File: config.mk
export PLATFORM = sky130hd
export DESIGN_NAME = wbSlavePort_flat
export DESIGN_NICKNAME = d
export VERILOG_FILES = /design/src/hw/sdramPkg.sv /design/src/hw/sdramAccessIf.sv /design/src/hw/wbSlavePort.sv /design/src/flat_wrapper.sv
export SDC_FILE = /design/constraint.sdc
export NUM_CORES = 1
export LEC_CHECK = 0
export BUFFER_PORTS_ARGS = -buffer_cell sky130_fd_sc_hd__buf_2
export CELL_PAD_IN_SITES_DETAIL_PLACEMENT = 1
export CELL_PAD_IN_SITES_GLOBAL_PLACEMENT = 2
export CORE_MARGIN = 2
export CORE_UTILIZATION = 22
export CTS_CLUSTER_DIAMETER = 50
export CTS_CLUSTER_SIZE = 12
export DETAILED_ROUTE_END_ITERATION = 8
export HOLD_SLACK_MARGIN = 0.15
export PLACE_DENSITY_LB_ADDON = 0.1
export SKIP_CTS_REPAIR_TIMING = 1
export SLEW_MARGIN = 25
export SYNTH_ARGS = -nofsm -noshare
export SYNTH_HDL_FRONTEND = slang
export SYNTH_SLANG_ARGS = --single-unit
File: constraint.sdc
create_clock -name CLK -period 2.3 [get_ports CLK]
set_input_delay 0.345 -clock CLK [delete_from_list [all_inputs] [get_ports CLK]]
set_output_delay 0.345 -clock CLK [all_outputs]
set_load 0.005 [all_outputs]
File: src/hw/sdramPkg.sv
`default_nettype none

package sdramPkg;

    // command pins packed as {RAS_N, CAS_N, WE_N}, CS_N handled apart
    typedef enum logic [2:0] {
        CMD_LOAD_MODE = 3'b000,
        CMD_REFRESH   = 3'b001,
        CMD_PRECHARGE = 3'b010,
        CMD_ACTIVE    = 3'b011,
        CMD_WRITE     = 3'b100,
        CMD_READ      = 3'b101,
        CMD_NOP       = 3'b111
    } sdramCmdE;

    // power-up states first, then the access and refresh states
    typedef enum logic [4:0] {
        ST_WAIT_LOCK,
        ST_WAIT_POWER,
        ST_PRECHARGE_ALL,
        ST_INIT_REFRESH,
        ST_LOAD_MODE,
        ST_IDLE,
        ST_REFRESH,
        ST_ACTIVATE,
        ST_RCD_WAIT,
        ST_READ_CMD,
        ST_WRITE_CMD,
        ST_CAS_WAIT,
        ST_BEAT,
        ST_RECOVER,
        // nop gap after each init command
        ST_INIT_GAP
    } seqStateE;

    // word address is {bank, row, col}
    localparam int BANK_W       = 2;
    localparam int ROW_W        = 10;
    localparam int COL_W        = 8;
    localparam int WORD_ADR_W   = BANK_W + ROW_W + COL_W;
    localparam int SDRAM_ADDR_W = 12;
    // auto-precharge / all-banks bit on the address pins
    localparam int AP_BIT       = 10;

    // x4 part, one word is four nibbles, low byte first
    localparam int DQ_W        = 4;
    localparam int WORD_W      = 16;
    localparam int SEL_W       = 2;
    localparam int BEATS       = 4;
    localparam int CAS_LATENCY = 2;

    // write burst programmed, standard op, CL2, sequential, BL4
    localparam logic [SDRAM_ADDR_W-1:0] MODE_WORD =
        {2'b00, 1'b0, 2'b00, 3'b010, 1'b0, 3'b010};

    // tRFC cover after every refresh
    localparam int GAP_CYCLES = 7;

endpackage

`default_nettype wire

File: src/hw/sdramAccessIf.sv
`timescale 1ns/1ps
`default_nettype none

// one latched access, shared by the bus port, sequencer and data path
interface sdramAccessIf;
    import sdramPkg::*;

    // request and address, held by the port until done
    logic              req;
    logic              we;
    logic [BANK_W-1:0] bank;
    logic [ROW_W-1:0]  row;
    logic [COL_W-1:0]  col;

    // byte selects and write word
    logic [SEL_W-1:0]  sel;
    logic [WORD_W-1:0] wrData;

    // single-cycle completion pulse
    logic              done;

    // gathered read word
    logic [WORD_W-1:0] rdData;

    modport port (
        output req, we, bank, row, col, sel, wrData,
        input  done, rdData
    );

    modport seq (
        input  req, we, bank, row, col,
        output done
    );

    modport data (
        input  sel, wrData,
        output rdData
    );

endinterface

`default_nettype wire

File: src/hw/wbSlavePort.sv
`timescale 1ns/1ps
`default_nettype none

module wbSlavePort (
    input  logic                           CLK,
    input  logic                           RST_N,
    input  logic                           wbCyc,
    input  logic                           wbStb,
    input  logic                           wbWe,
    input  logic [sdramPkg::WORD_ADR_W-1:0] wbAdr,
    input  logic [sdramPkg::WORD_W-1:0]     wbDatW,
    input  logic [sdramPkg::SEL_W-1:0]      wbSel,
    output logic [sdramPkg::WORD_W-1:0]     wbDatR,
    output logic                           wbAck,
    sdramAccessIf.port                     acc
);
    import sdramPkg::*;

    logic capture;

    // new request only when nothing is held
    // the ack cycle is skipped too, the master still shows the old request then
    assign capture = wbCyc && wbStb && !acc.req && !wbAck;

    // req held from capture until the sequencer reports done
    always_ff @(posedge CLK) begin
        if (!RST_N) begin
            acc.req <= 1'b0;
            wbAck   <= 1'b0;
        end else begin
            // ack one cycle after done, lasts one cycle
            wbAck <= acc.done;
            if (capture) begin
                acc.req <= 1'b1;
            end else if (acc.done) begin
                acc.req <= 1'b0;
            end
        end
    end

    // access payload, frozen while req is high
    always_ff @(posedge CLK) begin
        if (capture) begin
            acc.we                         <= wbWe;
            {acc.bank, acc.row, acc.col}   <= wbAdr;
            acc.sel                        <= wbSel;
            acc.wrData                     <= wbDatW;
        end
    end

    // read word stays in the gather register until the next read,
    // so it is stable during ack
    assign wbDatR = acc.rdData;

endmodule

`default_nettype wire

File: src/flat_wrapper.sv
// flat-port wrapper written by rule: the top's interface ports become plain ports
module wbSlavePort_flat import sdramPkg::*;
  (CLK, RST_N, wbCyc, wbStb, wbWe, wbAdr, wbDatW, wbSel, wbDatR, wbAck, acc_req, acc_we, acc_bank, acc_row, acc_col, acc_sel, acc_wrData, acc_done, acc_rdData);
  sdramAccessIf acc_i ();
  input  logic CLK;
  input  logic RST_N;
  input  logic wbCyc;
  input  logic wbStb;
  input  logic wbWe;
  input  logic [sdramPkg::WORD_ADR_W-1:0] wbAdr;
  input  logic [sdramPkg::WORD_W-1:0] wbDatW;
  input  logic [sdramPkg::SEL_W-1:0] wbSel;
  output logic [sdramPkg::WORD_W-1:0] wbDatR;
  output logic wbAck;
  output wire logic [$bits(acc_i.req)-1:0] acc_req;
  output wire logic [$bits(acc_i.we)-1:0] acc_we;
  output wire logic [$bits(acc_i.bank)-1:0] acc_bank;
  output wire logic [$bits(acc_i.row)-1:0] acc_row;
  output wire logic [$bits(acc_i.col)-1:0] acc_col;
  output wire logic [$bits(acc_i.sel)-1:0] acc_sel;
  output wire logic [$bits(acc_i.wrData)-1:0] acc_wrData;
  input wire logic [$bits(acc_i.done)-1:0] acc_done;
  input wire logic [$bits(acc_i.rdData)-1:0] acc_rdData;
  assign acc_req = acc_i.req;
  assign acc_we = acc_i.we;
  assign acc_bank = acc_i.bank;
  assign acc_row = acc_i.row;
  assign acc_col = acc_i.col;
  assign acc_sel = acc_i.sel;
  assign acc_wrData = acc_i.wrData;
  assign acc_i.done = acc_done;
  assign acc_i.rdData = acc_rdData;
  wbSlavePort u_core (.CLK(CLK), .RST_N(RST_N), .wbCyc(wbCyc), .wbStb(wbStb), .wbWe(wbWe), .wbAdr(wbAdr), .wbDatW(wbDatW), .wbSel(wbSel), .wbDatR(wbDatR), .wbAck(wbAck), .acc(acc_i));
endmodule
* After elaboration in Yosys (flattened, before gate mapping)
Index checks and enable logic that the tools add are counted.
** Word-level totals
- Register bits :: 41
- Input bits :: 60
- Output and inout bits :: 57
- Word-level logic and storage cells :: 16
** Cells by class
- Multiplexer cells :: 2
- Reduce and logical (&&, ||, !) cells :: 6
** Operators with widths (number)
- $logic_and 1x1->1 :: 3
- $logic_not 1->1 :: 2
- $mux 1 :: 2
- $reduce_bool 2->1 :: 1

* Depth between registers and ports, before layout
Gate-level depths: netlist of run 1.
- Depth after elaboration :: 4
- Gate-level depth with buffers :: 2
- Mapped depth without buffers :: 2

* Least setup slack after synthesis of run 1
Ideal clock, no wire load.
- Path type :: register to register
- Start :: register u_core.wbAck
- End :: register u_core.acc.bank[0] (enable)
- Setup time :: 0.401 ns
- Arrival time :: 1.438 ns
- Data required time :: 1.899 ns
- Slack :: 0.461 ns
- Cell stages (with the launch flop) :: 2
- Buffers on the path :: 0
- Path through :: dfxtp_1 -> and4bb_1
** Between the ends
- Longest elaborated chain between the ends :: 2
** RTL lines
- start, declared :: line wbSlavePort.sv:14 : output logic wbAck,
- start signal, assigned :: line wbSlavePort.sv:32 : wbAck <= acc.done;
- $logic_not 1->1 :: line wbSlavePort.sv:23 : assign capture = wbCyc && wbStb && !acc.req && !wbAck;
- $logic_and 1x1->1 :: line wbSlavePort.sv:23
- net u_core.capture :: line wbSlavePort.sv:19 : logic capture;
- end signal, assigned :: line wbSlavePort.sv:45 : {acc.bank, acc.row, acc.col} <= wbAdr;
- end, declared :: line sdramAccessIf.sv:26 : output req, we, bank, row, col, sel, wrData,
The timed path passes the listed nets, and every way through them passes these cells.
A chain may end at the register's enable or synchronous reset.

* Worst setup path in the final report of run 1
- Start :: register u_core.acc.req
- End :: register u_core.acc.wrData[0] (enable)
** Between the ends
- Longest elaborated chain between the ends :: 3
** RTL lines
- start, declared :: line sdramAccessIf.sv:26
- start signal, assigned :: line wbSlavePort.sv:28 : acc.req <= 1'b0;
- start signal, assigned :: line wbSlavePort.sv:34 : acc.req <= 1'b1;
- start signal, assigned :: line wbSlavePort.sv:36 : acc.req <= 1'b0;
- $logic_not 1->1 :: line wbSlavePort.sv:23
- $logic_and 1x1->1 (2 in a row) :: line wbSlavePort.sv:23
- net u_core.capture :: line wbSlavePort.sv:19
- end signal, assigned :: line wbSlavePort.sv:47 : acc.wrData <= wbDatW;
- end, declared :: line sdramAccessIf.sv:26
The timed path passes the listed nets, and every way through them passes these cells.

==> results of run 1 <==
-- worst max-delay path, stage by stage, from the launching register on --
cell and delay, ps:
dfxtp_1 320, and4bb_2 280, buf_4 430
-- synthesized netlist by cell type --
cell type and count:
and4bb_1 1, buf_4 16, edfxtp_1 39, and2_1 1, nor2b_1 1, dfxtp_1 2, o21a_1 1
-- flip-flops by register name, summed over array words and instances (netlist names) --
signal / cells
u_core.acc.bank: 2
u_core.acc.col: 8
u_core.acc.req: 1
u_core.acc.row: 10
u_core.acc.wrData: 16
u_core.acc.sel: 2
u_core.wbAck: 1
u_core.acc.we: 1
-- worst max path at each step --
stage	start	to	slack (ps)	depth (start not counted)
3_5_place_dp	wbCyc	u_core.acc.row[1]	830	3
5_1_grt	u_core.acc.req	u_core.acc.row[3]	810	2
3_3_place_gp	wbCyc	u_core.acc.row[9]	840	3
2_1_floorplan	u_core.wbAck	u_core.acc.bank[0]	460	1
4_1_cts	u_core.acc.req	u_core.acc.row[1]	870	2
6_report	u_core.acc.req	u_core.acc.wrData[0]	900	2
-- kinds of logic after synthesis --
| family | Yosys count | synth area share |
|---|---|---|
| simple gates | 3 | 0.0184 |
| flops | 41 | 0.888 |
| buf+inv | 16 | 0.0881 |
| compound gates | 1 | 0.00551 |
-- power by group through the flow --
stage / combinational [W] / sequential [W] / clock (W)
floorplan: 0.0000354 / 0.000881 / 0
global placement: 0.0000847 / 0.000874 / 0
detailed placement: 0.0000870 / 0.000876 / 0
CTS: 0.0000872 / 0.000859 / 0.000592
global route: 0.0000948 / 0.000862 / 0.000622
finish: 0.0000836 / 0.000858 / 0.000562
-- metal layers --
layer  global-route usage  share of wire  vias to the layer above  wire length (µm)
met5                    0              0                        -                 0
met4               0.0459          0.012                        0                34
met3               0.0511           0.15                        7               417
met2                0.153           0.50                       60              1400
met1               0.0750           0.34                      366               943
li1                     -              -                      360                 -
-- through the flow --
step,instance area [µm²],std cells,total power [W]
after CTS,1880,213,0.00154
final,1880,213,0.00150
after global routing,1880,213,0.00158
after detailed placement,1770,205,0.000963
after global placement,1770,205,0.000959
after floorplan,1360,61,0.000917
-- cell usage in the layout (no fill, tap or decap) --
| cell | count |
|---|---|
| buf_4 | 1 |
| bufinv_16 | 1 |
| buf_2 | 84 |
| nor2b_1 | 1 |
| clkinv_1 | 1 |
| dfxtp_1 | 2 |
| clkinvlp_4 | 1 |
| clkbuf_8 | 5 |
| and2_1 | 1 |
| and4bb_2 | 1 |
| o21a_1 | 1 |
| edfxtp_1 | 39 |
-- layout make-up --
type / count / area [µm²] / share of cell area
clock buffer: 5 / 68.8 / 0.0367
clock inverter: 3 / 41.3 / 0.0220
multi-input combinational: 4 / 32.5 / 0.0173
sequential: 41 / 1210 / 0.646
tap: 75 / 93.8 / 0.0500
timing repair buffer: 85 / 428 / 0.228
==> metrics.md, run 1 <==
| Metric | Value |
|---|---|
| Status | finished, final reports clean |
| F_max | 712 MHz |
| Slew HR | 0.664 |
| Psw | about 0.00029 W |
| CP required | 2230 ps |
| Core area | 5960 µm² |
| Synth area leaders | edfxtp_1, buf_4, dfxtp_1 |
| Share of layout cells above drive strength 1 | 0.674 |
| Fin nets | between 150 and 200 |
| RSZ-0062 raised after global routing | false |
| First drt pass iteration count | 4 |
| Synth-to-Final Area Change | 37.5% |
| Flop pwr share | 0.571 |
| Worst-path clk slew | about 80 ps |
| Flops & latches, synth | between 40 and 50 |
| Vias/cell | 3.72 |
| Via count | 793 |
| Post-synthesis sequential area ratio | 0.888 |
| WHS | 225 ps |
| Crit-path max FO | 40 |
| Hold Path End | u_core.acc.row[2] |
| Hold path depth | 1 |
| Port bufs | 84 |
| Die X | 82.7 µm |
| R2r endpoint | u_core.acc.wrData[0] |
| Critical path startpoint category | register |
| Yosys warning count | 0 |
| Final setup TNS | 0 ps |
| Drt total wl | 2.79 mm |
| Post-layout util | 0.315 |
| Critical path capture point type | register |
| Clock share of power | 0.374 |
| Chip height | 82.7 µm |
| Count of final hold-check violations | 0 |
| Syn Area/Cell | roughly 22 µm² |
| Clock sinks | 41 |
| Global-route wire length before repair | 4.15 mm |
| CTS tree | yes |
| Cell count after synthesis | slightly above 60 |
| Final min period | 1400 ps |
| Grt ovf | 0 |
| FILL cells | 656 |
| DRT antenna net count | 0 |
| R2R Path Start | u_core.acc.req |
| Hold Crit Class | primary input to register |
| Syn_nets | 121 |
| Pins Over Slew Limit | 0 |
| Number of global-route vias before repair | 891 |
| Switching share of power | 0.191 |
| Setup WS pre-CTS | 831 ps |
| HPWL Detailed | 2.14 mm |
| Wirelength per Cell | 13.1 µm |
| Final worst setup slack | 895 ps |
| Combinational share of power | 0.056 |
| Crit path DAT | roughly 1300 ps |
| Clock Skews | 4.28 ps |
| Root buf cell | clkbuf_8 |
| # diodes | 0 |
| GRT Resource Usage Total | 0.0861 |
| Top-area cell type share of the netlist area | 0.859 |
| Drt drc | 0 |
| Max VDD drop | between 0.0002 and 0.0003 V |
| Io pins | 117 |
| Max cap viols | 0 |
| Clock Tree Buf Depth | 2 |
| Die area | 6850 µm² |
| Mapped Area | 1360 µm² |
| Int Pwr | 0.00122 W |
| H-tree Lvls | 2 |
| Iter 0 DRT Violations | 17 |
| Initial antenna violation count | 0 |
| Leak | approximately 0.78 nW |
| Initial Util | 0.229 |
| Worst-margin pin slew | 504 ps |
| Setup violations, final | 0 |
| Clk_lat worst skew | 290 ps |
| Rows | 28 |
| Part of the cycle the worst path needs | 0.611 |
| Cells on worst reg2reg path | 2 |
| CP Class | register to register |
| R2r setup slk | 900 ps |
| Pin count of the biggest net entering global routing | 41 |
| Post-synth cell types | 7 |
| Synth area leader | edfxtp_1 |
| Worst Hold Launch | wbAdr[10] |
| CTS Buf Count | 5 |
| Pwr/cell area | 801 nW/µm² |
| Routability Congestion | 0.610 |
Power figures use the tool's default switching activity.
==> inputs of run 2 (changes only) <==
clock period = 1.3 ns   (was 2.3 ns; I/O delays follow)
==> run 2 against run 1 <==
  * Sequential cell count stayed put
  * Register-to-register slack got worse by 800 ps
  * Worst hold slack improved by 170 ps
  * Clock skew about the same
  * First-iteration DRC count is 53% higher
  * Cell count increased by 19%
  * Wire length grew 8.3%
  * Sequential power grew 77%
  * Die area unchanged
  * Largest power group unchanged
==> metrics.md, run 2 (same netlist as run 1, synthesis figures left out) <==
| Metric | Value |
|---|---|
| Status | finished, final reports clean (unchanged) |
| Slew HR | 0.858 (was 0.664) |
| Die area | 6850 µm² (unchanged) |
| Max cap viols | 0 (unchanged) |
| Leak | 0.946 nW (was 0.778 nW) |
| Commonest non-fill, non-tap cell in the layout | buf_2 (unchanged) |
| CP Class | register to register (unchanged) |
| Critical-path cell with the highest stage delay | and4bb_4 (was buf_4) |
| Worst-margin pin slew | 214 ps (was 504 ps) |
| Max FFs per register | 16 (unchanged) |
| Critical path startpoint category | register (unchanged) |
| Clk_lat worst skew | 280 ps (was 290 ps) |
| Root buf cell | clkbuf_8 (unchanged) |
| GRT Resource Usage Total | 0.0756 (was 0.0861) |
| Max VDD drop | 0.000450 V (was 0.000270 V) |
| Fin nets | 238 (was 197) |
| Drt drc | 0 (unchanged) |
| CTS tree | yes (unchanged) |
| Final min period | 1200 ps (was 1400 ps) |
| Crit-path max FO | 40 (unchanged) |
| F_max | 830 MHz (was 712 MHz) |
| Critical path capture point type | register (unchanged) |
| Initial Util | 0.229 (unchanged) |
| # diodes | 0 (unchanged) |
| R2r endpoint | u_core.acc.wrData[6] (was u_core.acc.wrData[0]) |
| Drt total wl | 3.02 mm (was 2.79 mm) |
| HPWL Detailed | 2.04 mm (was 2.14 mm) |
| Most frequent cells in the layout | buf_2, dlygate4sd3_1, edfxtp_1 (was buf_2, edfxtp_1, clkbuf_8) |
| CP required | 1270 ps (was 2230 ps) |
| Routability Congestion | 0.615 (was 0.610) |
| Number of global-route vias before repair | 735 (was 891) |
| Initial antenna violation count | 0 (unchanged) |
| Critical Path, Cell by Cell | and4bb_4 > buf_12 (was and4bb_2 > buf_4) |
| Part of the cycle the worst path needs | 0.926 (was 0.611) |
| Count of final hold-check violations | 0 (unchanged) |
| Io pins | 117 (unchanged) |
| Clock sinks | 41 (unchanged) |
| R2r setup slk | 100 ps (was 900 ps) |
| Cells on worst reg2reg path | 2 (unchanged) |
| Share of layout cells above drive strength 1 | 0.520 (was 0.674) |
| Post-layout util | 0.382 (was 0.315) |
| Via count | 911 (was 793) |
| Setup violations, final | 0 (unchanged) |
| Wirelength per Cell | 11.9 µm (was 13.1 µm) |
| Pin count of the biggest net entering global routing | 41 (unchanged) |
| Vias/cell | 3.59 (was 3.72) |
| Pwr/cell area | 1120 nW/µm² (was 801 nW/µm²) |
| CTS Buf Count | 5 (unchanged) |
| Worst-path clk slew | 70 ps (was 80 ps) |
| Power consumption | 0.00254 W (was 0.00150 W) |
| FILL cells | 643 (was 656) |
| Clock Tree Buf Depth | 2 (unchanged) |
| R2R Path Start | u_core.wbAck (was u_core.acc.req) |
| Rows | 28 (unchanged) |
| Worst Hold Launch | acc_rdData[10] (was wbAdr[10]) |
| Hold Crit Class | primary input to output port (was primary input to register) |
| Largest Register | u_core.acc.wrData (unchanged) |
| Hold path depth | 0 (was 1) |
| Synth-to-Final Area Change | 66.8% (was 37.5%) |
| Chip height | 82.7 µm (unchanged) |
| Global-route wire length before repair | 3.66 mm (was 4.15 mm) |
| RSZ-0062 raised after global routing | false (unchanged) |
| Core area | 5960 µm² (unchanged) |
| Crit path DAT | 1180 ps (was 1340 ps) |
| Grt ovf | 0 (unchanged) |
| H-tree Lvls | 2 (unchanged) |
| CP max stage delay | 340 ps (was 430 ps) |
| Die X | 82.7 µm (unchanged) |
| Port bufs | 84 (unchanged) |
| Clock Skews | 4.45 ps (was 4.28 ps) |
| Hold Path End | wbDatR[10] (was u_core.acc.row[2]) |
| Iter 0 DRT Violations | 26 (was 17) |
| DRT antenna net count | 0 (unchanged) |
| First drt pass iteration count | 4 (unchanged) |
| Pins Over Slew Limit | 0 (unchanged) |
| Final setup TNS | 0 ps (unchanged) |
## run 2: through the flow
stage | hold WS, ps | instance area, µm² | worst slack (ps) | cells
finish | 390 | 2270 | 95.6 | 254
global route | 390 | 2270 | 47.0 | 254
CTS | 71.2 | 1860 | 89.5 | 213
detailed placement | 374 | 1780 | 111 | 205
global placement | 372 | 1780 | 126 | 205
floorplan | 294 | 1370 | 4.37 | 61
## run 2: layout make-up
cell class	count	area [µm²]	area share
multi-input combinational	4	36.3	0.0160
timing repair buffer	126	851	0.374
sequential	41	1210	0.532
clock inverter	2	10.0	0.00440
tap	75	93.8	0.0413
clock buffer	6	72.6	0.0319
## run 2: worst max path at each step
stage	slack, ps	start	endpoint	cells after the start
detailed placement	110	u_core.wbAck	u_core.acc.col[2]	2
global placement	130	u_core.wbAck	u_core.acc.row[0]	2
finish	100	u_core.wbAck	u_core.acc.wrData[6]	2
floorplan	4	u_core.wbAck	u_core.acc.bank[0]	1
CTS	90	u_core.wbAck	u_core.acc.wrData[11]	2
global route	50	u_core.wbAck	u_core.acc.wrData[10]	2
## run 2: routing by layer
layer | track usage | share of wire | up-vias
met2 | 0.120 | 0.48 | 55
met1 | 0.0808 | 0.38 | 405
met3 | 0.0435 | 0.12 | 6
li1 | - | - | 445
met5 | 0 | 0 | -
met4 | 0.0361 | 0.0089 | 0
## run 2: report_power, final
group | internal, W | switching, W
clock network | 0.000372 | 0.000402
logic | 0.000167 | 0.0000832
registers | 0.00151 | 0.0000124
total | 0.00205 | 0.000498
## run 2: worst max-delay path: cells and delay by family (launching register included)
kind,cells,cell delay [ps]
buffers and inverters,1,220
AND/OR/NAND/NOR,1,340
flip-flops,1,320
==> inputs of run 3 (changes only) <==
==> constraint.sdc (replaced) <==
create_clock -name CLK -period 1.38 [get_ports CLK]
set_input_delay 0.069 -clock CLK [delete_from_list [all_inputs] [get_ports CLK]]
set_output_delay 0.069 -clock CLK [all_outputs]
set_load 0.005 [all_outputs]
==> run 3 against run 2 <==
  * Sequential share of layout area fell by 3.6 points
  * Global-route usage up 0.30 points
  * Die area unchanged
  * Count of clock-buffer cells in the layout is 1 lower
  * Wire length up 11%
  * First-iteration DRC count is 27% higher
  * Non-clock buffer count rose by 16
  * Via count rose by 12%
  * Clock power fell by 3.6%
  * Cell count increased by 6.3%
  * Sequential power fell by 6%
  * Fmax hardly changed
  * Critical path type unchanged
  * Critical endpoint is now u_core.acc.row[0]
==> metrics.md, run 3 (same netlist as run 1, synthesis figures left out) <==
| Metric | Value |
|---|---|
| Status | finished, final reports clean (unchanged) |
| Routability Congestion | 0.672 (was 0.615) |
| Max VDD drop | 0.000464 V (was 0.000450 V) |
| Vias/cell | 3.79 (was 3.59) |
| Synth-to-Final Area Change | 78.8% (was 66.8%) |
| CTS Buf Count | 5 (unchanged) |
| CP Class | register to register (unchanged) |
| Root buf cell | clkbuf_8 (unchanged) |
| First drt pass iteration count | 3 (was 4) |
| Crit path DAT | 1180 ps (about the same) |
| Io pins | 117 (unchanged) |
| Clock sinks | 41 (unchanged) |
| DP Area | 1780 µm² (unchanged) |
| Setup WS pre-CTS | 177 ps (was 111 ps) |
| Critical-path cell with the highest stage delay | and4bb_4 (unchanged) |
| Non-Filler Instances | 270 (was 254) |
| Hold Crit Class | primary input to register (was primary input to output port) |
| Crit-path max FO | 40 (unchanged) |
| Pin count of the biggest net entering global routing | 41 (unchanged) |
| Part of the cycle the worst path needs | 0.873 (was 0.926) |
| Final setup TNS | 0 ps (unchanged) |
| Setup violations, final | 0 (unchanged) |
| GRT Resource Usage Total | 0.0786 (was 0.0756) |
| Core area | 5960 µm² (unchanged) |
| CP max stage delay | 340 ps (about the same) |
| # diodes | 0 (unchanged) |
| Leak | 1.01 nW (was 0.946 nW) |
| Commonest non-fill, non-tap cell in the layout | buf_2 (unchanged) |
| Clk_lat worst skew | 280 ps (about the same) |
| H-tree Lvls | 2 (unchanged) |
| Pins Over Slew Limit | 0 (unchanged) |
| Number of global-route vias before repair | 818 (was 735) |
| Port bufs | 84 (unchanged) |
| Fin area | 2440 µm² (was 2270 µm²) |
| DRT antenna net count | 0 (unchanged) |
| Chip height | 82.7 µm (unchanged) |
| Worst-path clk slew | 80 ps (was 70 ps) |
| Rows | 28 (unchanged) |
| CP required | 1350 ps (was 1270 ps) |
| Worst-margin pin slew | 219 ps (was 214 ps) |
| Clock Tree Buf Depth | 2 (unchanged) |
| Clock Skews | 6.07 ps (was 4.45 ps) |
| Fin nets | 254 (was 238) |
| Slew HR | 0.854 (was 0.858) |
| Final min period | 1210 ps (was 1200 ps) |
| Most frequent cells in the layout | buf_2, dlygate4sd3_1, edfxtp_1 (unchanged) |
| Share of layout cells above drive strength 1 | 0.482 (was 0.520) |
| Drt total wl | 3.36 mm (was 3.02 mm) |
| Die X | 82.7 µm (unchanged) |
| Grt ovf | 0 (unchanged) |
| CTS tree | yes (unchanged) |
| Max cap viols | 0 (unchanged) |
| Largest Register | u_core.acc.wrData (unchanged) |
| Global-route wire length before repair | 3.84 mm (was 3.66 mm) |
| Wirelength per Cell | 12.5 µm (was 11.9 µm) |
| Critical path capture point type | register (unchanged) |
| F_max | 830 MHz (about the same) |
| Max FFs per register | 16 (unchanged) |
| Iter 0 DRT Violations | 33 (was 26) |
| Critical path startpoint category | register (unchanged) |
| Initial antenna violation count | 0 (unchanged) |
| Via count | 1024 (was 911) |
| Placed Cells | 205 (unchanged) |
| Count of final hold-check violations | 0 (unchanged) |
| RSZ-0062 raised after global routing | false (unchanged) |
| Final worst setup slack | 175 ps (was 95.6 ps) |
| Initial Util | 0.229 (unchanged) |
| Die area | 6850 µm² (unchanged) |
| Drt drc | 0 (unchanged) |
| Pwr/cell area | 1010 nW/µm² (was 1120 nW/µm²) |
| Critical Path, Cell by Cell | and4bb_4 > buf_12 (unchanged) |
## run 3: cell count changes in the layout (fill, tap and decap cells not counted)
cell	before	now
clkbuf_1	1	0
clkinvlp_4	0	1
dlygate4sd3_1	41	57
## run 3: area by class of cell
cell class	instances	area, µm²
Fill cell	647	3520
Clock buffer	5	68.8
Multi-Input combinational cell	4	36.3
Timing Repair Buffer	142	1010
Clock inverter	3	17.5
Sequential cell	41	1210
Tap cell	75	93.8
## run 3: power by group
part	internal [W]	leakage [nW]	switching [W]
Sequential	0.00142	0.377	0.0000110
Combinational	0.000188	0.591	0.0000931
Clock	0.000349	0.0439	0.000397
Total	0.00196	1.01	0.000502
## run 3: path summary, 6_finish.rpt
kind / startpoint / end / slack [ps] / cells past startpoint
max reg2reg: u_core.wbAck / u_core.acc.row[0] / 170 / 2
min reg2reg: u_core.acc.req / u_core.acc.req / 640 / 2
max: u_core.wbAck / u_core.acc.row[0] / 170 / 2
min: wbStb / u_core.acc.wrData[9] / 440 / 3
## run 3: critical path, delay by kind of cell (launching register included)
family                 cells  cell delay, ps
AND/OR/NAND/NOR            1             340
flip-flops                 1             310
buffers and inverters      1             240
## run 3: layer usage
layer / track usage / vias to the layer above / wire [µm]
li1: - / 477 / -
met1: 0.0773 / 470 / 1240
met2: 0.134 / 75 / 1750
met3: 0.0446 / 2 / 368
met4: 0.0361 / 0 / 13
met5: 0 / - / 0
## run 3: metrics by stage
step / hold slack, ps / utilization / power (W)
5_1_grt: 436 / 0.409 / 0.00258
2_1_floorplan: 168 / - / 0.00153
6_report: 440 / 0.409 / 0.00246
3_3_place_gp: 138 / 0.299 / 0.00160
3_5_place_dp: 138 / 0.299 / 0.00161
4_1_cts: -60.0 / 0.314 / 0.00237
