==> config.mk <==
export PLATFORM = sky130hd
export DESIGN_NAME = sdramSequencer_flat
export DESIGN_NICKNAME = d
export VERILOG_FILES = /design/src/hw/sdramPkg.sv /design/src/hw/sdramAccessIf.sv /design/src/hw/sdramSequencer.sv /design/src/flat_wrapper.sv
export SDC_FILE = /design/constraint.sdc
export NUM_CORES = 1
export LEC_CHECK = 0
export ABC_AREA = 1
export BUFFER_PORTS_ARGS = -buffer_cell sky130_fd_sc_hd__buf_2
export CAP_MARGIN = 5
export CORE_MARGIN = 10
export CORE_UTILIZATION = 50
export DETAILED_ROUTE_END_ITERATION = 8
export PLACE_DENSITY = 0.75
export SYNTH_ARGS = -nofsm -noshare
export SYNTH_HDL_FRONTEND = slang
export SYNTH_SLANG_ARGS = --single-unit
==> constraint.sdc <==
create_clock -name CLK -period 1.6 [get_ports CLK]
set_clock_uncertainty 0.05 [all_clocks]
set_input_delay 0.32 -clock CLK [delete_from_list [all_inputs] [get_ports CLK]]
set_output_delay 0.32 -clock CLK [all_outputs]
set_load 0.02 [all_outputs]
==> src/hw/sdramPkg.sv <==
`default_nettype none

package sdramPkg;

    // command pins packed as {RAS_N, CAS_N, WE_N}, CS_N handled apart
    typedef enum logic [2:0] {
        CMD_LOAD_MODE = 3'b000,
        CMD_REFRESH   = 3'b001,
        CMD_PRECHARGE = 3'b010,
        CMD_ACTIVE    = 3'b011,
        CMD_WRITE     = 3'b100,
        CMD_READ      = 3'b101,
        CMD_NOP       = 3'b111
    } sdramCmdE;

    // power-up states first, then the access and refresh states
    typedef enum logic [4:0] {
        ST_WAIT_LOCK,
        ST_WAIT_POWER,
        ST_PRECHARGE_ALL,
        ST_INIT_REFRESH,
        ST_LOAD_MODE,
        ST_IDLE,
        ST_REFRESH,
        ST_ACTIVATE,
        ST_RCD_WAIT,
        ST_READ_CMD,
        ST_WRITE_CMD,
        ST_CAS_WAIT,
        ST_BEAT,
        ST_RECOVER,
        // nop gap after each init command
        ST_INIT_GAP
    } seqStateE;

    // word address is {bank, row, col}
    localparam int BANK_W       = 2;
    localparam int ROW_W        = 10;
    localparam int COL_W        = 8;
    localparam int WORD_ADR_W   = BANK_W + ROW_W + COL_W;
    localparam int SDRAM_ADDR_W = 12;
    // auto-precharge / all-banks bit on the address pins
    localparam int AP_BIT       = 10;

    // x4 part, one word is four nibbles, low byte first
    localparam int DQ_W        = 4;
    localparam int WORD_W      = 16;
    localparam int SEL_W       = 2;
    localparam int BEATS       = 4;
    localparam int CAS_LATENCY = 2;

    // write burst programmed, standard op, CL2, sequential, BL4
    localparam logic [SDRAM_ADDR_W-1:0] MODE_WORD =
        {2'b00, 1'b0, 2'b00, 3'b010, 1'b0, 3'b010};

    // tRFC cover after every refresh
    localparam int GAP_CYCLES = 7;

endpackage

`default_nettype wire

==> src/hw/sdramAccessIf.sv <==
`timescale 1ns/1ps
`default_nettype none

// one latched access, shared by the bus port, sequencer and data path
interface sdramAccessIf;
    import sdramPkg::*;

    // request and address, held by the port until done
    logic              req;
    logic              we;
    logic [BANK_W-1:0] bank;
    logic [ROW_W-1:0]  row;
    logic [COL_W-1:0]  col;

    // byte selects and write word
    logic [SEL_W-1:0]  sel;
    logic [WORD_W-1:0] wrData;

    // single-cycle completion pulse
    logic              done;

    // gathered read word
    logic [WORD_W-1:0] rdData;

    modport port (
        output req, we, bank, row, col, sel, wrData,
        input  done, rdData
    );

    modport seq (
        input  req, we, bank, row, col,
        output done
    );

    modport data (
        input  sel, wrData,
        output rdData
    );

endinterface

`default_nettype wire

==> src/hw/sdramSequencer.sv <==
`timescale 1ns/1ps
`default_nettype none

module sdramSequencer #(
    parameter int INIT_WAIT_CYCLES = 10000,
    parameter int REFRESH_INTERVAL = 1500
) (
    input  logic                             CLK,
    input  logic                             RST_N,
    input  logic                             locked,
    sdramAccessIf.seq                        acc,
    output logic                             sdramCke,
    output logic                             sdramCsN,
    output logic                             sdramRasN,
    output logic                             sdramCasN,
    output logic                             sdramWeN,
    output logic [sdramPkg::BANK_W-1:0]       sdramBa,
    output logic [sdramPkg::SDRAM_ADDR_W-1:0] sdramAddr,
    output logic                             beatRd,
    output logic                             beatWr,
    output logic [1:0]                       beatIdx
);
    import sdramPkg::*;

    localparam int WAIT_W = $clog2(INIT_WAIT_CYCLES + 1);
    localparam int REF_W  = $clog2(REFRESH_INTERVAL + 1);
    localparam int STEP_W = $clog2(GAP_CYCLES + 1);

    seqStateE                state;
    // where the init gap goes next
    seqStateE                retState;
    logic                    initRefDone;
    logic [WAIT_W-1:0]       waitCnt;
    // shared step counter: gaps, cas wait, beats, recovery
    logic [STEP_W-1:0]       stepCnt;
    logic [REF_W-1:0]        refCnt;
    logic                    refPending;
    sdramCmdE                cmd;
    logic [SDRAM_ADDR_W-1:0] addrNext;
    logic [BANK_W-1:0]       baNext;

    always_ff @(posedge CLK) begin
        if (!RST_N) begin
            state       <= ST_WAIT_LOCK;
            retState    <= ST_INIT_REFRESH;
            initRefDone <= 1'b0;
            waitCnt     <= WAIT_W'(INIT_WAIT_CYCLES - 1);
            stepCnt     <= '0;
        end else begin
            case (state)
                ST_WAIT_LOCK: if (locked) state <= ST_WAIT_POWER;
                // long settling time before the first command
                ST_WAIT_POWER: begin
                    if (waitCnt == '0) begin
                        state <= ST_PRECHARGE_ALL;
                    end else begin
                        waitCnt <= waitCnt - 1'b1;
                    end
                end
                ST_PRECHARGE_ALL: begin
                    state    <= ST_INIT_GAP;
                    stepCnt  <= STEP_W'(GAP_CYCLES - 1);
                    retState <= ST_INIT_REFRESH;
                end
                // two refreshes, the flag tells the first from the second
                ST_INIT_REFRESH: begin
                    state       <= ST_INIT_GAP;
                    stepCnt     <= STEP_W'(GAP_CYCLES - 1);
                    initRefDone <= 1'b1;
                    retState    <= initRefDone ? ST_LOAD_MODE : ST_INIT_REFRESH;
                end
                ST_LOAD_MODE: begin
                    state    <= ST_INIT_GAP;
                    stepCnt  <= STEP_W'(GAP_CYCLES - 1);
                    retState <= ST_IDLE;
                end
                ST_INIT_GAP: begin
                    if (stepCnt == '0) begin
                        state <= retState;
                    end else begin
                        stepCnt <= stepCnt - 1'b1;
                    end
                end
                // pending refresh wins over a new access
                ST_IDLE: begin
                    if (refPending) begin
                        state   <= ST_REFRESH;
                        stepCnt <= STEP_W'(GAP_CYCLES);
                    end else if (acc.req) begin
                        state <= ST_ACTIVATE;
                    end
                end
                // refresh cycle plus GAP_CYCLES nops
                ST_REFRESH: begin
                    if (stepCnt == '0) begin
                        state <= ST_IDLE;
                    end else begin
                        stepCnt <= stepCnt - 1'b1;
                    end
                end
                ST_ACTIVATE: state <= ST_RCD_WAIT;
                ST_RCD_WAIT: state <= acc.we ? ST_WRITE_CMD : ST_READ_CMD;
                ST_READ_CMD: begin
                    state   <= ST_CAS_WAIT;
                    stepCnt <= STEP_W'(CAS_LATENCY - 1);
                end
                // leaves with stepCnt at zero, which is beat 0
                ST_CAS_WAIT: begin
                    if (stepCnt == '0) begin
                        state <= ST_BEAT;
                    end else begin
                        stepCnt <= stepCnt - 1'b1;
                    end
                end
                // write cmd is beat 0, so beats continue at 1
                ST_WRITE_CMD: begin
                    state   <= ST_BEAT;
                    stepCnt <= STEP_W'(1);
                end
                ST_BEAT: begin
                    if (stepCnt == STEP_W'(BEATS - 1)) begin
                        state   <= ST_RECOVER;
                        stepCnt <= STEP_W'(1);
                    end else begin
                        stepCnt <= stepCnt + 1'b1;
                    end
                end
                // two nops for auto-precharge to finish
                ST_RECOVER: begin
                    if (stepCnt == '0) begin
                        state <= ST_IDLE;
                    end else begin
                        stepCnt <= stepCnt - 1'b1;
                    end
                end
                default: state <= ST_WAIT_LOCK;
            endcase
        end
    end

    // refresh timer, request stays up until a refresh goes out
    always_ff @(posedge CLK) begin
        if (!RST_N) begin
            refCnt     <= REF_W'(REFRESH_INTERVAL - 1);
            refPending <= 1'b0;
        end else if (cmd == CMD_REFRESH) begin
            refCnt     <= REF_W'(REFRESH_INTERVAL - 1);
            refPending <= 1'b0;
        end else if (refCnt == '0) begin
            refPending <= 1'b1;
        end else begin
            refCnt <= refCnt - 1'b1;
        end
    end

    // command and address from state
    always_comb begin
        cmd      = CMD_NOP;
        addrNext = '0;
        baNext   = '0;
        case (state)
            ST_PRECHARGE_ALL: begin
                // A10 high selects all banks
                cmd              = CMD_PRECHARGE;
                addrNext[AP_BIT] = 1'b1;
            end
            ST_INIT_REFRESH: cmd = CMD_REFRESH;
            ST_LOAD_MODE: begin
                cmd      = CMD_LOAD_MODE;
                addrNext = MODE_WORD;
            end
            ST_REFRESH: if (stepCnt == STEP_W'(GAP_CYCLES)) cmd = CMD_REFRESH;
            ST_ACTIVATE: begin
                cmd      = CMD_ACTIVE;
                addrNext = SDRAM_ADDR_W'(acc.row);
                baNext   = acc.bank;
            end
            ST_READ_CMD, ST_WRITE_CMD: begin
                cmd = (state == ST_READ_CMD) ? CMD_READ : CMD_WRITE;
                // word column to nibble column, burst starts at nibble 0
                addrNext[COL_W+1:0] = {acc.col, 2'b00};
                addrNext[AP_BIT]    = 1'b1;
                baNext              = acc.bank;
            end
            default: cmd = CMD_NOP;
        endcase
    end

    // pins registered, one cycle behind the state
    always_ff @(posedge CLK) begin
        if (!RST_N) begin
            sdramCke                           <= 1'b0;
            sdramCsN                           <= 1'b1;
            {sdramRasN, sdramCasN, sdramWeN}   <= CMD_NOP;
        end else begin
            // stays high once the clock has locked
            if (locked) sdramCke <= 1'b1;
            sdramCsN                           <= 1'b0;
            {sdramRasN, sdramCasN, sdramWeN}   <= cmd;
        end
    end

    always_ff @(posedge CLK) begin
        sdramAddr <= addrNext;
        sdramBa   <= baNext;
    end

    // beat strobes for the data path, read beats sample dq directly
    assign beatRd   = (state == ST_BEAT) && !acc.we;
    assign beatWr   = (state == ST_WRITE_CMD) || ((state == ST_BEAT) && acc.we);
    assign beatIdx  = (state == ST_BEAT) ? stepCnt[1:0] : 2'd0;
    assign acc.done = (state == ST_RECOVER) && (stepCnt == '0);

endmodule

`default_nettype wire

==> src/flat_wrapper.sv <==
// flat-port wrapper written by rule: the top's interface ports become plain ports
module sdramSequencer_flat import sdramPkg::*;
#(
    parameter int INIT_WAIT_CYCLES = 10000,
    parameter int REFRESH_INTERVAL = 1500
)
  (CLK, RST_N, locked, sdramCke, sdramCsN, sdramRasN, sdramCasN, sdramWeN, sdramBa, sdramAddr, beatRd, beatWr, beatIdx, acc_req, acc_we, acc_bank, acc_row, acc_col, acc_done);
  sdramAccessIf acc_i ();
  input  logic CLK;
  input  logic RST_N;
  input  logic locked;
  output logic sdramCke;
  output logic sdramCsN;
  output logic sdramRasN;
  output logic sdramCasN;
  output logic sdramWeN;
  output logic [sdramPkg::BANK_W-1:0] sdramBa;
  output logic [sdramPkg::SDRAM_ADDR_W-1:0] sdramAddr;
  output logic beatRd;
  output logic beatWr;
  output logic [1:0] beatIdx;
  input wire logic [$bits(acc_i.req)-1:0] acc_req;
  input wire logic [$bits(acc_i.we)-1:0] acc_we;
  input wire logic [$bits(acc_i.bank)-1:0] acc_bank;
  input wire logic [$bits(acc_i.row)-1:0] acc_row;
  input wire logic [$bits(acc_i.col)-1:0] acc_col;
  output wire logic [$bits(acc_i.done)-1:0] acc_done;
  assign acc_i.req = acc_req;
  assign acc_i.we = acc_we;
  assign acc_i.bank = acc_bank;
  assign acc_i.row = acc_row;
  assign acc_i.col = acc_col;
  assign acc_done = acc_i.done;
  sdramSequencer #(.INIT_WAIT_CYCLES(INIT_WAIT_CYCLES), .REFRESH_INTERVAL(REFRESH_INTERVAL)) u_core (.CLK(CLK), .RST_N(RST_N), .locked(locked), .acc(acc_i), .sdramCke(sdramCke), .sdramCsN(sdramCsN), .sdramRasN(sdramRasN), .sdramCasN(sdramCasN), .sdramWeN(sdramWeN), .sdramBa(sdramBa), .sdramAddr(sdramAddr), .beatRd(beatRd), .beatWr(beatWr), .beatIdx(beatIdx));
endmodule
* Word-level counts from Yosys, hierarchy flattened
Cells that the tools add are included. Widths: inputs -> output; s select.
Word-level totals: bits in registers 58, bits of input ports 25, logic and storage cells 90, output and inout port bits 24
Cells by class: multiplexer cells 23, bitwise operators 2, add/sub/neg operators 4, reduce and logical (&&, ||, !) cells 21, equal/unequal tests 26
Operators with widths (count):
- $pmux 5 s12 | 1
- $mux 5 | 8
- $eq 5x4->1 const B | 7
- $pmux 10 s3 | 1
- $eq 5x3->1 const B | 4
- $pmux 3 s6 | 1
- $mux 3 | 5
- $pmux 3 s5 | 1
- $pmux 5 s3 | 1
- $logic_not 14->1 | 1
- $sub 14x1->14 const B | 1
- $ne 2x1->1 const B | 6
- $logic_not 11->1 | 1
- $sub 11x1->11 const B | 1
- $eq 5x2->1 const B | 2
- $reduce_or 3->1 | 3
- $reduce_and 7->1 | 1
- $reduce_or 2->1 | 3
- $eq 5x1->1 const B | 1
- $logic_not 5->1 | 1
- $reduce_bool 5->1 | 1
- $mux 2 | 2
- $ne 2x2->1 const B | 2
- $reduce_or 4->1 | 1
- 15 further kinds | 20

* Logic depth before layout (Yosys ltp)
Gate-level depths: netlist of the first run.
word-level depth 5, gate-level depth with buffers 12, depth with buffers taken out 11

* Least setup slack after synthesis of the first run
No wires, ideal clock.
path kind register to register, start register u_core.waitCnt[0], end register u_core.waitCnt[11], clock period less this slack 1.525 ns, setup slack 0.075 ns, arrival 1.361 ns, cell stages (with the launch flop) 12, data required time 1.436 ns, setup time 0.114 ns, buffers on the path 1, path through dfxtp_1 inv_1 ha_1 nand3_1 inv_1 nand2_1 nand2_2 buf_2 nor2_1 nand2_1 o21bai_1 nor2_1
Between the ends: cells in the longest elaborated chain, start to end 3, elaborated cells between the ends (all ways) 4, classes of those cells add/sub: 1; bitwise: 1; reduce/logical: 2
RTL lines:
- start, declared | line sdramSequencer.sv:33 | logic [WAIT_W-1:0] waitCnt;
- start signal, assigned | line sdramSequencer.sv:47 | waitCnt <= WAIT_W'(INIT_WAIT_CYCLES - 1);
- start signal, assigned | line sdramSequencer.sv:57 | waitCnt <= waitCnt - 1'b1;
- branches (longest 3 deep; another with $sub 14x1->14)
Several ways; the timed one is not identified. A chain may end at the register's enable or synchronous reset.

* Worst setup path in the final report of the first run
start register u_core.state[1], end output port beatIdx[1]
Between the ends: cells in the longest elaborated chain, start to end 2
RTL lines:
- start, declared | line sdramSequencer.sv:29 | seqStateE state;
- start signal, assigned | line sdramSequencer.sv:79 | state <= retState;
- start signal, assigned | line sdramSequencer.sv:102 | ST_RCD_WAIT: state <= acc.we ? ST_WRITE_CMD : ST_READ_CMD;
- $eq 5x4->1 | line sdramSequencer.sv:211 | assign beatIdx = (state == ST_BEAT) ? stepCnt[1:0] : 2'd0;
- $mux 2 | line sdramSequencer.sv:211
- end, declared | line flat_wrapper.sv:21 | output logic [1:0] beatIdx;
Every way passes these cells.

==> results of run 1 <==
==> cells in the final DEF (no fill, tap or decap), drive strengths merged <==
cell type	count
a21oi	19
a22o	7
a22oi	1
and2	1
and3	1
buf	77
bufinv	1
clkbuf	5
clkinv	1
conb	1
dfxtp	55
ha	6
inv	52
nand2	89
nand3	27
nand3b	3
nand4	3
nor2	67
nor3	5
nor3b	1
nor4	1
o2111ai	2
o211ai	1
o21ai	19
o21bai	2
o31ai	1
or2	5
xnor2	1
xor2	9
==> worst reg2reg max path, stage by stage, from the launching register on <==
cell and delay [ns]:
dfxtp_4 0.39, inv_2 0.10, nor2_4 0.06, nand2_1 0.22, inv_1 0.13, nor2_2 0.19
nand3_2 0.10, nand2_2 0.09, inv_2 0.04, nor2_1 0.08, nor2_1 0.05
==> registers in the layout (all words and copies together) (netlist names), 2 cells and up <==
register	count
u_core.refCnt	11
u_core.retState	3
u_core.sdramAddr	11
u_core.sdramBa	2
u_core.state	4
u_core.stepCnt	3
u_core.waitCnt	14
==> metal layers <==
metal | up-vias | track usage
met1 | 1218 | 0.1717
li1 | 1381 | -
met4 | 0 | 0.07841
met3 | 17 | 0.03837
met2 | 85 | 0.2821
met5 | - | 0
==> per-stage QoR <==
stage                     power, W  cell area (sq um)  worst slack, ns  utilization
after floorplan           0.003116               2680          0.07534            -
after global routing      0.005627               3608          -0.1054       0.7020
final                     0.005265               3608         -0.01900       0.7020
after global placement    0.003721               3152         -0.06221       0.6132
after CTS                 0.004895               3387         -0.01312       0.6590
after detailed placement  0.003768               3152         -0.06438       0.6132
==> final cells by class <==
class,instances,share of cell area
inverter,51,0.05652
clock buffer,5,0.01907
clock inverter,3,0.01318
multi-input combinational,272,0.4390
sequential,55,0.3117
timing repair buffer,77,0.1363
tap,70,0.02427
==> repair_timing <==
| action | 4_1_cts | 5_1_grt |
|---|---|---|
| pin swaps | 3 | 13 |
| setup buffers | 4 | 3 |
| endpoints found under the setup margin | 17 | 36 |
| gates cloned | 0 | 0 |
| resized for setup | 40 | 69 |
==> power by group through the flow <==
stage	combinational (W)	clock (W)	sequential [W]
CTS	0.00211	0.000975	0.00181
detailed placement	0.00198	0	0.00179
floorplan	0.00122	0	0.00189
global placement	0.00194	0	0.00178
global route	0.00273	0.00103	0.00187
finish	0.00247	0.000959	0.00184
==> worst max path at each step <==
stage,startpoint,end,cells past startpoint
2_1_floorplan,u_core.waitCnt[0],u_core.waitCnt[11],11
3_3_place_gp,u_core.state[2],u_core.stepCnt[2],11
3_5_place_dp,u_core.state[2],u_core.stepCnt[1],11
4_1_cts,u_core.state[2],beatWr,6
5_1_grt,u_core.state[0],u_core.stepCnt[1],10
6_report,u_core.state[1],beatIdx[1],4
==> logic make-up after synthesis <==
logic type,Yosys count
AND/OR/NAND/NOR,203
buffers and inverters,56
flip-flops,55
AO/OA/AOI/OAI,52
XOR/XNOR,10
adder cells (fa/ha/maj),6
other,1
==> run metrics, run 1 <==
fin nets 493; critical path class reg -> out; routability congestion estimate 1.003; drt first pass iters 4; Warnings, synthesis 0; sequential share of the synthesized area 0.4108; WL met2 3652 um; Sw Share 0.4119; fillers 448; Hold Path Depth 3; Wirelength per Cell 13.52 um; footprint of the multi-input gates 0.001584 sq mm; Post-Synthesis Cell Area 0.002680 sq mm; setup slack, reg-to-reg 0.01 ns; largest net degree at the start of global routing 19; CP max-delay cell dfxtp_4; TritonCTS sink count 55; first-pass GRT wire length 11350 um; tightest hold margin 0.1388 ns; initial core utilization 0.5214; CTS tree built; later-pin clock latency in the skew report 0.32 ns; WL met1 3010 um; Die X 93.21 um; Area Growth Syn to Fin 34.64%; Final TNS setup -0.03582 ns; Reg area 0.001125 sq mm; initial DRC count 108; most common cell in the netlist nand2_1; non-filler cells, final 533; boundary pin count 49; Gate Count Post-Synth 383; maximum clock rate 617.7 MHz; Synth Area in Compound Gates 0.1158; cts hold-fix bufs 0; Worst path max stage delay 0.40 ns; Hold Path Class in -> reg; Comb power frac 0.468; Synth Area in Simple Gates 0.3301; placed cells 518; fin. max-slew vios 0; worst reg2reg path depth 10; number of global-route vias before repair 2600; RR Startpoint u_core.state[0]; Tcrit/Tclk final 1.012; CP cell instances nor2_4 > nand2_4 > nor2_2 > buf_4; Post-DP HPWL 5094 um; #FFs+latches synth 55; fin crit period 1.619 ns; final setup violating endpoints 4; RSZ-0062 raised after global routing true; CP bufs+invs 1; Longest Clk Path Bufs 2; top post-synthesis cells by area dfxtp_1 41%, nand2_1 12%, nor2_1 9.1%; failing checks negative setup slack; Power Dens Cells 1459 mW/mm^2; peak supply drop 0.8873 mV; post-synthesis adder-cell area fraction 0.02801; Internal 0.003096 W; Reg clk slew, reported paths 0.11 ns; number of diodes 0; Avg Cell Area, Syn 6.998 sq um; Die Span Y 93.21 um; status finished with violations; top-area cell type share of the netlist area 0.4108; Cell Rows 26; final hold vios 0; CP Launch Type flip-flop; total of max-cap violations 0; worst hold start acc_bank[0]; post-synthesis xor/xnor area fraction 0.03268; RR Endpoint u_core.stepCnt[1]; GRT Util Overall 0.1586; buffers added on ports 47; static leakage 1.768 nW; post-DR vias/cell 5.068; metal3 WL 373 um; initial antenna violation count 0; WHS Endpoint u_core.sdramBa[0]; Top Metal Used met4; critical path endpoint category output port; post-synth top area cell dfxtp_1; Crit path arrival time 1.25 ns; largest family of logic cells by synthesized area simple AND/OR/NAND/NOR gates; DIE AREA 0.008688 sq mm; ratio of cells with drive above 1 in the final layout 0.3780; remaining global-route overflow 0; most frequent cells after synthesis 85 x nand2_1, 65 x nor2_1, 55 x dfxtp_1; FFs w/ async S/R, synth 0; post-synth cell types 37; Total Wirelength 7207 um; H-tree Lvls 2; Main synth FF type dfxtp_1; crit path max fanout 8; Clock Power Share 0.182; Psw 0.002169 W; multiplexer share of the synthesized area 0; post-route ant nets 0; vias after detailed routing 2701; syn_nets 414; Root Buffer clkbuf_8; critical path data required time 1.23 ns; Post-synth EDFFs 0; setup ws final -0.01900 ns; Crit path max-delay family flip-flops; total core area 0.005140 sq mm; DRC violation count after routing 0; total CTS buffers 5; sequential power share 0.349
Note: power is estimated with default switching activity, not from simulation.
==> inputs of run 2 (changes only) <==
CORE_MARGIN = 2   (was 10)
CORE_UTILIZATION = 55   (was 50)
CTS_BUF_LIST = sky130_fd_sc_hd__clkbuf_4 sky130_fd_sc_hd__clkbuf_8 sky130_fd_sc_hd__clkbuf_16   (was default)
PLACE_DENSITY = 0.78   (was 0.75)
clock period = 1.5 ns   (was 1.6 ns; I/O delays follow)
==> run metrics, run 2 (same netlist as run 1, synthesis figures left out) <==
total core area 0.004723 sq mm (-8.1%); Reg clk slew, reported paths 0.10 ns (about the same); number of global-route vias before repair 2741 (+5.4%); fin crit period 1.713 ns; initial core utilization 0.5674 (+0.04600); CP Launch Type flip-flop; Cell Rows 25 (-3.8%); Die Span Y 73.81 um (-21%); setup ws final -0.2128 ns (-0.1938 ns); RSZ-0062 raised after global routing true; vias after detailed routing 3309 (+23%); Largest Register u_core.waitCnt; fin nets 540 (+9.5%); Longest Clk Path Bufs 2 (unchanged); max reg flops 14 (unchanged); DIE AREA 0.005447 sq mm (-37%); power consumption 0.006346 W (+21%); GRT Util Overall 0.2855 (+0.1269); cts hold-fix bufs 0 (unchanged); buffers added on ports 47 (unchanged); Tcrit/Tclk final 1.142; Root Buffer clkbuf_8; ratio of cells with drive above 1 in the final layout 0.4784 (+0.1005); largest net degree at the start of global routing 17 (-2); initial DRC count 326 (+200%); static leakage 2.048 nW (+16%); routability congestion estimate 0.9280 (-7.5%); final hold vios 0 (unchanged); Post-DP HPWL 4986 um (-2.1%); critical path endpoint category flip-flop; CP max-delay cell dfxtp_4; routing usage on met2 0.5248 (+0.2427); total CTS buffers 5 (unchanged); Area Growth Syn to Fin 57.19%; GR peak layer met2; critical path class reg -> reg; post-route ant nets 0 (unchanged); status finished with violations; first-pass GRT wire length 11990 um (+5.7%); Crit path arrival time 1.88 ns (+0.63 ns); remaining global-route overflow 0 (unchanged); Wirelength per Cell 17.14 um (+27%); met3 Use GR 0.06310 (+0.02473); Hold Path Class in -> reg; peak supply drop 1.131 mV (+27%); maximum clock rate 583.8 MHz; most frequent cells in the layout 67 x buf_4, 65 x nand2_1, 43 x dfxtp_1, 42 x buf_2, 38 x nor2_1; grt met1 use 0.3223 (+0.1507); CTS tree built; CP most frequent cell nand2_1; drt first pass iters 5 (+1); Power Dens Cells 1506 mW/mm^2 (+3.2%); fin. max-slew vios 0 (unchanged); initial antenna violation count 0 (unchanged); H-tree Lvls 2 (unchanged); pre-CTS setup slack -0.1203 ns (-0.05594 ns); post-DR vias/cell 5.735 (+13%); CP bufs+invs 1 (unchanged); Total Wirelength 9889 um (+37%); Worst path max stage delay 0.42 ns (+0.02 ns); failing checks negative setup slack; CP cell instances inv_4 > nor2_1 > nand2_1 > nor3_2 > nor2_2 > nand3_4 > nand2_1 > nand2_1 > nor2_1; number of diodes 0 (unchanged); TritonCTS sink count 55 (unchanged); final setup violating endpoints 36 (+32); later-pin clock latency in the skew report 0.32 ns (about the same); total of max-cap violations 0 (unchanged); DRC violation count after routing 0 (unchanged); crit path max fanout 8 (unchanged); Die X 73.81 um (-21%); largest registers u_core.waitCnt (14), u_core.refCnt (11), u_core.sdramAddr (11); commonest non-fill, non-tap cell in the layout buf_4; Crit path max-delay family simple AND/OR/NAND/NOR gates; critical path data required time 1.67 ns (+0.44 ns); boundary pin count 49 (unchanged)
==> run 2: cell count changes in the layout (fill, tap and decap cells not counted), moves of 5 or more <==
| cell | change |
|---|---|
| inv_2 | -6 |
| nor2_2 | -10 |
| buf_6 | +9 |
| nor2_4 | +13 |
| inv_4 | +5 |
| buf_4 | +37 |
==> run 2: layout make-up <==
| cell class | instances | area [sq um] |
|---|---|---|
| clock buffer | 6 | 76.32 |
| clock inverter | 2 | 12.51 |
| fill | 207 | 510.5 |
| inverter | 51 | 221.5 |
| multi-input combinational | 272 | 1807 |
| sequential | 55 | 1126 |
| tap | 67 | 83.83 |
| timing repair buffer | 124 | 885.9 |
==> run 2: worst paths after layout <==
check / from / endpoint / slack [ns] / cells past startpoint
setup / recovery: u_core.state[2] / u_core.state[3] / -0.21 / 9
hold / removal: acc_bank[0] / u_core.sdramBa[0] / 0.12 / 3
setup reg to reg: u_core.state[2] / u_core.state[3] / -0.21 / 9
hold reg to reg: u_core.sdramCke / u_core.sdramCke / 0.44 / 2
==> run 2: repair_timing <==
item / 4_1_cts / 5_1_grt
gates resized for setup: 75 / 100
setup buffers: 14 / 12
pin swaps: 12 / 33
endpoints found under the setup margin: 35 / 40
==> run 2: report_power, final <==
group | internal, W | switching [W]
combinational | 0.00145 | 0.00206
clock | 0.000346 | 0.000513
sequential | 0.00175 | 0.000222
total | 0.00355 | 0.00280
==> run 2: worst register-to-register path, stage by stage, from the launching register on <==
cell     delay [ns]
dfxtp_4        0.42
inv_4          0.06
nor2_1         0.24
nand2_1        0.18
nor3_2         0.23
nor2_2         0.09
nand3_4        0.12
nand2_1        0.10
nand2_1        0.08
nor2_1         0.04
==> run 2: per-stage QoR <==
stage / area (sq um) / instances / hold WS (ns) / TNS (ns) / utilization
2_1_floorplan: 2685 / 383 / 0.3476 / 0 / -
3_3_place_gp: 3368 / 544 / 0.3962 / -1.710 / 0.7131
3_5_place_dp: 3368 / 544 / 0.4081 / -2.623 / 0.7131
4_1_cts: 3765 / 565 / 0.1188 / -1.004 / 0.7971
5_1_grt: 4213 / 577 / 0.1176 / -6.360 / 0.8919
6_report: 4213 / 577 / 0.1164 / -4.504 / 0.8919
==> run 2: layer usage <==
layer	up-vias	share of wire
li1	1480	-
met1	1517	0.36
met2	243	0.50
met3	69	0.084
met4	0	0.055
met5	-	0
==> inputs of run 3 (changes only) <==
CELL_PAD_IN_SITES_DETAIL_PLACEMENT = 2   (was default)
CELL_PAD_IN_SITES_GLOBAL_PLACEMENT = 2   (was default)
CORE_UTILIZATION = 30   (was 55)
PLACE_DENSITY = 0.77   (was 0.78)
==> run metrics, run 3 <==
cts hold-fix bufs 0 (unchanged); Avg Cell Area, Syn 6.998 sq um (unchanged); Cell Rows 34 (+36%); boundary pin count 49 (unchanged); most common cell in the netlist nand2_1; buffers added on ports 47 (unchanged); post-synth cell types 37 (unchanged); H-tree Lvls 2 (unchanged); TritonCTS sink count 55 (unchanged); FFs w/ async S/R, synth 0 (unchanged); post-synth top area cell dfxtp_1; Die X 98.52 um (+33%); Worst EP kind sequential cell input; placed cells 604 (+11%); Root Buffer clkbuf_8; most frequent cells after synthesis 85 x nand2_1, 65 x nor2_1, 55 x dfxtp_1; initial core utilization 0.3088 (-0.2586); top post-synthesis cells by area dfxtp_1 41%, nand2_1 12%, nor2_1 9.1%; status did not finish; routability congestion estimate 0.9137 (-1.5%); syn_nets 414 (unchanged); Main synth FF type dfxtp_1; largest net degree at the start of global routing 17; Longest Clk Path Bufs 2 (unchanged); Post-DP HPWL 7577 um (+52%); pre-CTS setup slack -0.3698 ns (-0.2495 ns); #FFs+latches synth 55 (unchanged); Warnings, synthesis 0 (unchanged); initial antenna violation count 0; total CTS buffers 5 (unchanged); Gate Count Post-Synth 383 (unchanged); post-GRT worst EP u_core.state[2]$_SDFFE_PN0P_/D; Tool Error [ERROR DPL-0033] detailed placement checks failed during check placement.; top-area cell type share of the netlist area 0.4108 (unchanged); last stage reached global routing; Die Span Y 98.52 um (+33%); sequential share of the synthesized area 0.4108 (unchanged); Post-synth EDFFs 0 (unchanged); Post-Synthesis Cell Area 0.002680 sq mm (unchanged)
-- run 3: kinds of logic after synthesis --
logic type / after synthesis / synth area share
AOI/OAI and AO/OA: 52 / 0.1158
xor gates and xnor gates: 10 / 0.03268
adders and majority gates: 6 / 0.02801
buffers and inverters: 56 / 0.08123
DFF: 55 / 0.4108
other: 1 / 0.001399
and+or+nand+nor: 203 / 0.3301
-- run 3: per-stage QoR --
stage / utilization / area (sq um)
after floorplan: - / 2685
after global placement: 0.4119 / 3575
after detailed placement: 0.4119 / 3575
after CTS: 0.5000 / 4339
-- run 3: timing repair --
| action | 4_1_cts |
|---|---|
| setup buffers | 27 |
| hold endpoints to repair | 0 |
| cloned | 0 |
| gates resized for setup | 152 |
| setup endpoints to repair | 52 |
| pin swaps | 27 |
==> inputs of run 4 (changes only) <==
CELL_PAD_IN_SITES_DETAIL_PLACEMENT = default   (was 2)
CELL_PAD_IN_SITES_GLOBAL_PLACEMENT = default   (was 2)
CORE_UTILIZATION = 40   (was 30)
CTS_BUF_LIST = default   (was sky130_fd_sc_hd__clkbuf_4 sky130_fd_sc_hd__clkbuf_8 sky130_fd_sc_hd__clkbuf_16)
PLACE_DENSITY = default   (was 0.77)
PLACE_DENSITY_LB_ADDON = 0.15   (was default)
==> run metrics, run 4 (same netlist as run 1, synthesis figures left out) <==
met3 Use GR 0.03272; total CTS buffers 5 (unchanged); Power Dens Cells 1448 mW/mm^2; Tcrit/Tclk final 1.087; initial DRC count 135; fin crit period 1.631 ns; H-tree Lvls 2 (unchanged); Crit path arrival time 1.28 ns; Hold Path Class in -> reg; Die X 85.86 um (-13%); ratio of cells with drive above 1 in the final layout 0.4951; Longest Clk Path Bufs 2 (unchanged); crit path max fanout 4; static leakage 2.055 nW; post-DR vias/cell 4.893; commonest non-fill, non-tap cell in the layout buf_4; vias after detailed routing 2877; boundary pin count 49 (unchanged); largest registers u_core.waitCnt (14), u_core.refCnt (11), u_core.sdramAddr (11); max reg flops 14; fin nets 541; first-pass GRT wire length 11730 um; post-route ant nets 0; Reg clk slew, reported paths 0.10 ns; buffers added on ports 47 (unchanged); worst reg2reg path depth 12; CTS tree built; status finished with violations; total of max-cap violations 0; routing usage on met2 0.3345; initial core utilization 0.4173 (+0.1085); GRT Util Overall 0.1969; critical path class reg -> out; routability congestion estimate 0.9109 (-0.31%); grt met1 use 0.2472; number of global-route vias before repair 2784; CP bufs+invs 4; largest net degree at the start of global routing 20; CP Launch Type flip-flop; fillers 572; Crit path max-delay family flip-flops; DIE AREA 0.007371 sq mm; peak supply drop 0.8757 mV; tightest hold margin 0.1152 ns; setup ws final -0.1310 ns; CP cell instances inv_4 > nand2_4 > inv_4 > nand2_2 > buf_6 > o21ai_2 > buf_6; failing checks design-rule violations, negative setup slack; Die Span Y 85.86 um (-13%); maximum clock rate 613.1 MHz; DRC violation count after routing 4; drt first pass iters 7; number of diodes 0; Total Wirelength 7486 um; critical path endpoint category output port; power consumption 0.006096 W; Area Growth Syn to Fin 57.10%; final hold vios 0; Largest Register u_core.waitCnt; later-pin clock latency in the skew report 0.32 ns; CP max-delay cell dfxtp_4; critical path data required time 1.15 ns; most frequent cells in the layout 71 x buf_4, 58 x nand2_1, 43 x dfxtp_1, 42 x buf_2, 37 x nor2_1; Post-DP HPWL 4935 um (-35%); Cell Rows 29 (-15%); remaining global-route overflow 0; critical path depth 7; Worst path max stage delay 0.39 ns; Wirelength per Cell 12.73 um; GR peak layer met2; RSZ-0062 raised after global routing true; Hold Path Depth 3; total core area 0.006422 sq mm; TritonCTS sink count 55 (unchanged); final setup violating endpoints 25; initial antenna violation count 0; fin. max-slew vios 0; cts hold-fix bufs 0 (unchanged); Root Buffer clkbuf_8
run 4: stage by stage:
step,area [sq um],instances,utilization,setup TNS (ns),worst slack (ns)
after global placement,3403,557,0.5299,-1.939,-0.1294
after detailed placement,3403,557,0.5299,-1.708,-0.1552
after global routing,4210,588,0.6556,-4.148,-0.1900
after CTS,3779,575,0.5884,-1.060,-0.09590
final,4210,588,0.6556,-1.828,-0.1310
after floorplan,2685,383,-,0,0.001004
run 4: final timing paths:
path	slack (ns)	from	end
worst max-delay path	-0.13	u_core.state[2]	beatWr
worst min-delay path	0.12	acc_bank[1]	u_core.sdramBa[1]
worst max register to register	-0.10	u_core.state[2]	u_core.stepCnt[2]
worst min register to register	0.41	u_core.retState[2]	u_core.retState[2]
run 4: layer usage:
layer  vias to the layer above  wire [um]
met3                        17        320
met2                        62       3668
met1                      1321       3357
li1                       1477          -
met5                         -          0
met4                         0        138
run 4: final cells by class:
cell class | instances | area, sq um | share of cell area
clock buffers | 5 | 68.82 | 0.01634
clock inverters | 3 | 27.53 | 0.006538
inverters | 51 | 216.5 | 0.05141
multi-input cells | 272 | 1792 | 0.4256
flip-flops and latches | 55 | 1131 | 0.2686
well taps | 77 | 96.34 | 0.02288
repair buffers | 125 | 878.3 | 0.2086
run 4: where the power goes:
part / switching [W] / internal (W) / leakage [nW]
registers: 0.000220 / 0.00175 / 0.452
clock network: 0.000528 / 0.000347 / 0.0467
logic: 0.00183 / 0.00141 / 1.56
total: 0.00258 / 0.00351 / 2.06
run 4: tightest hold or removal path, stage by stage:
cell and delay (ns):
buf_2 0.08, nand2_1 0.04, inv_1 0.04
run 4: what timing repair did:
action / 4_1_cts / 5_1_grt
resized for setup: 78 / 95
hold endpoints to repair: 0 / 0
pin swaps: 6 / 25
buffers inserted: 10 / 13
endpoints found under the setup margin: 37 / 43
cloned: 0 / 0
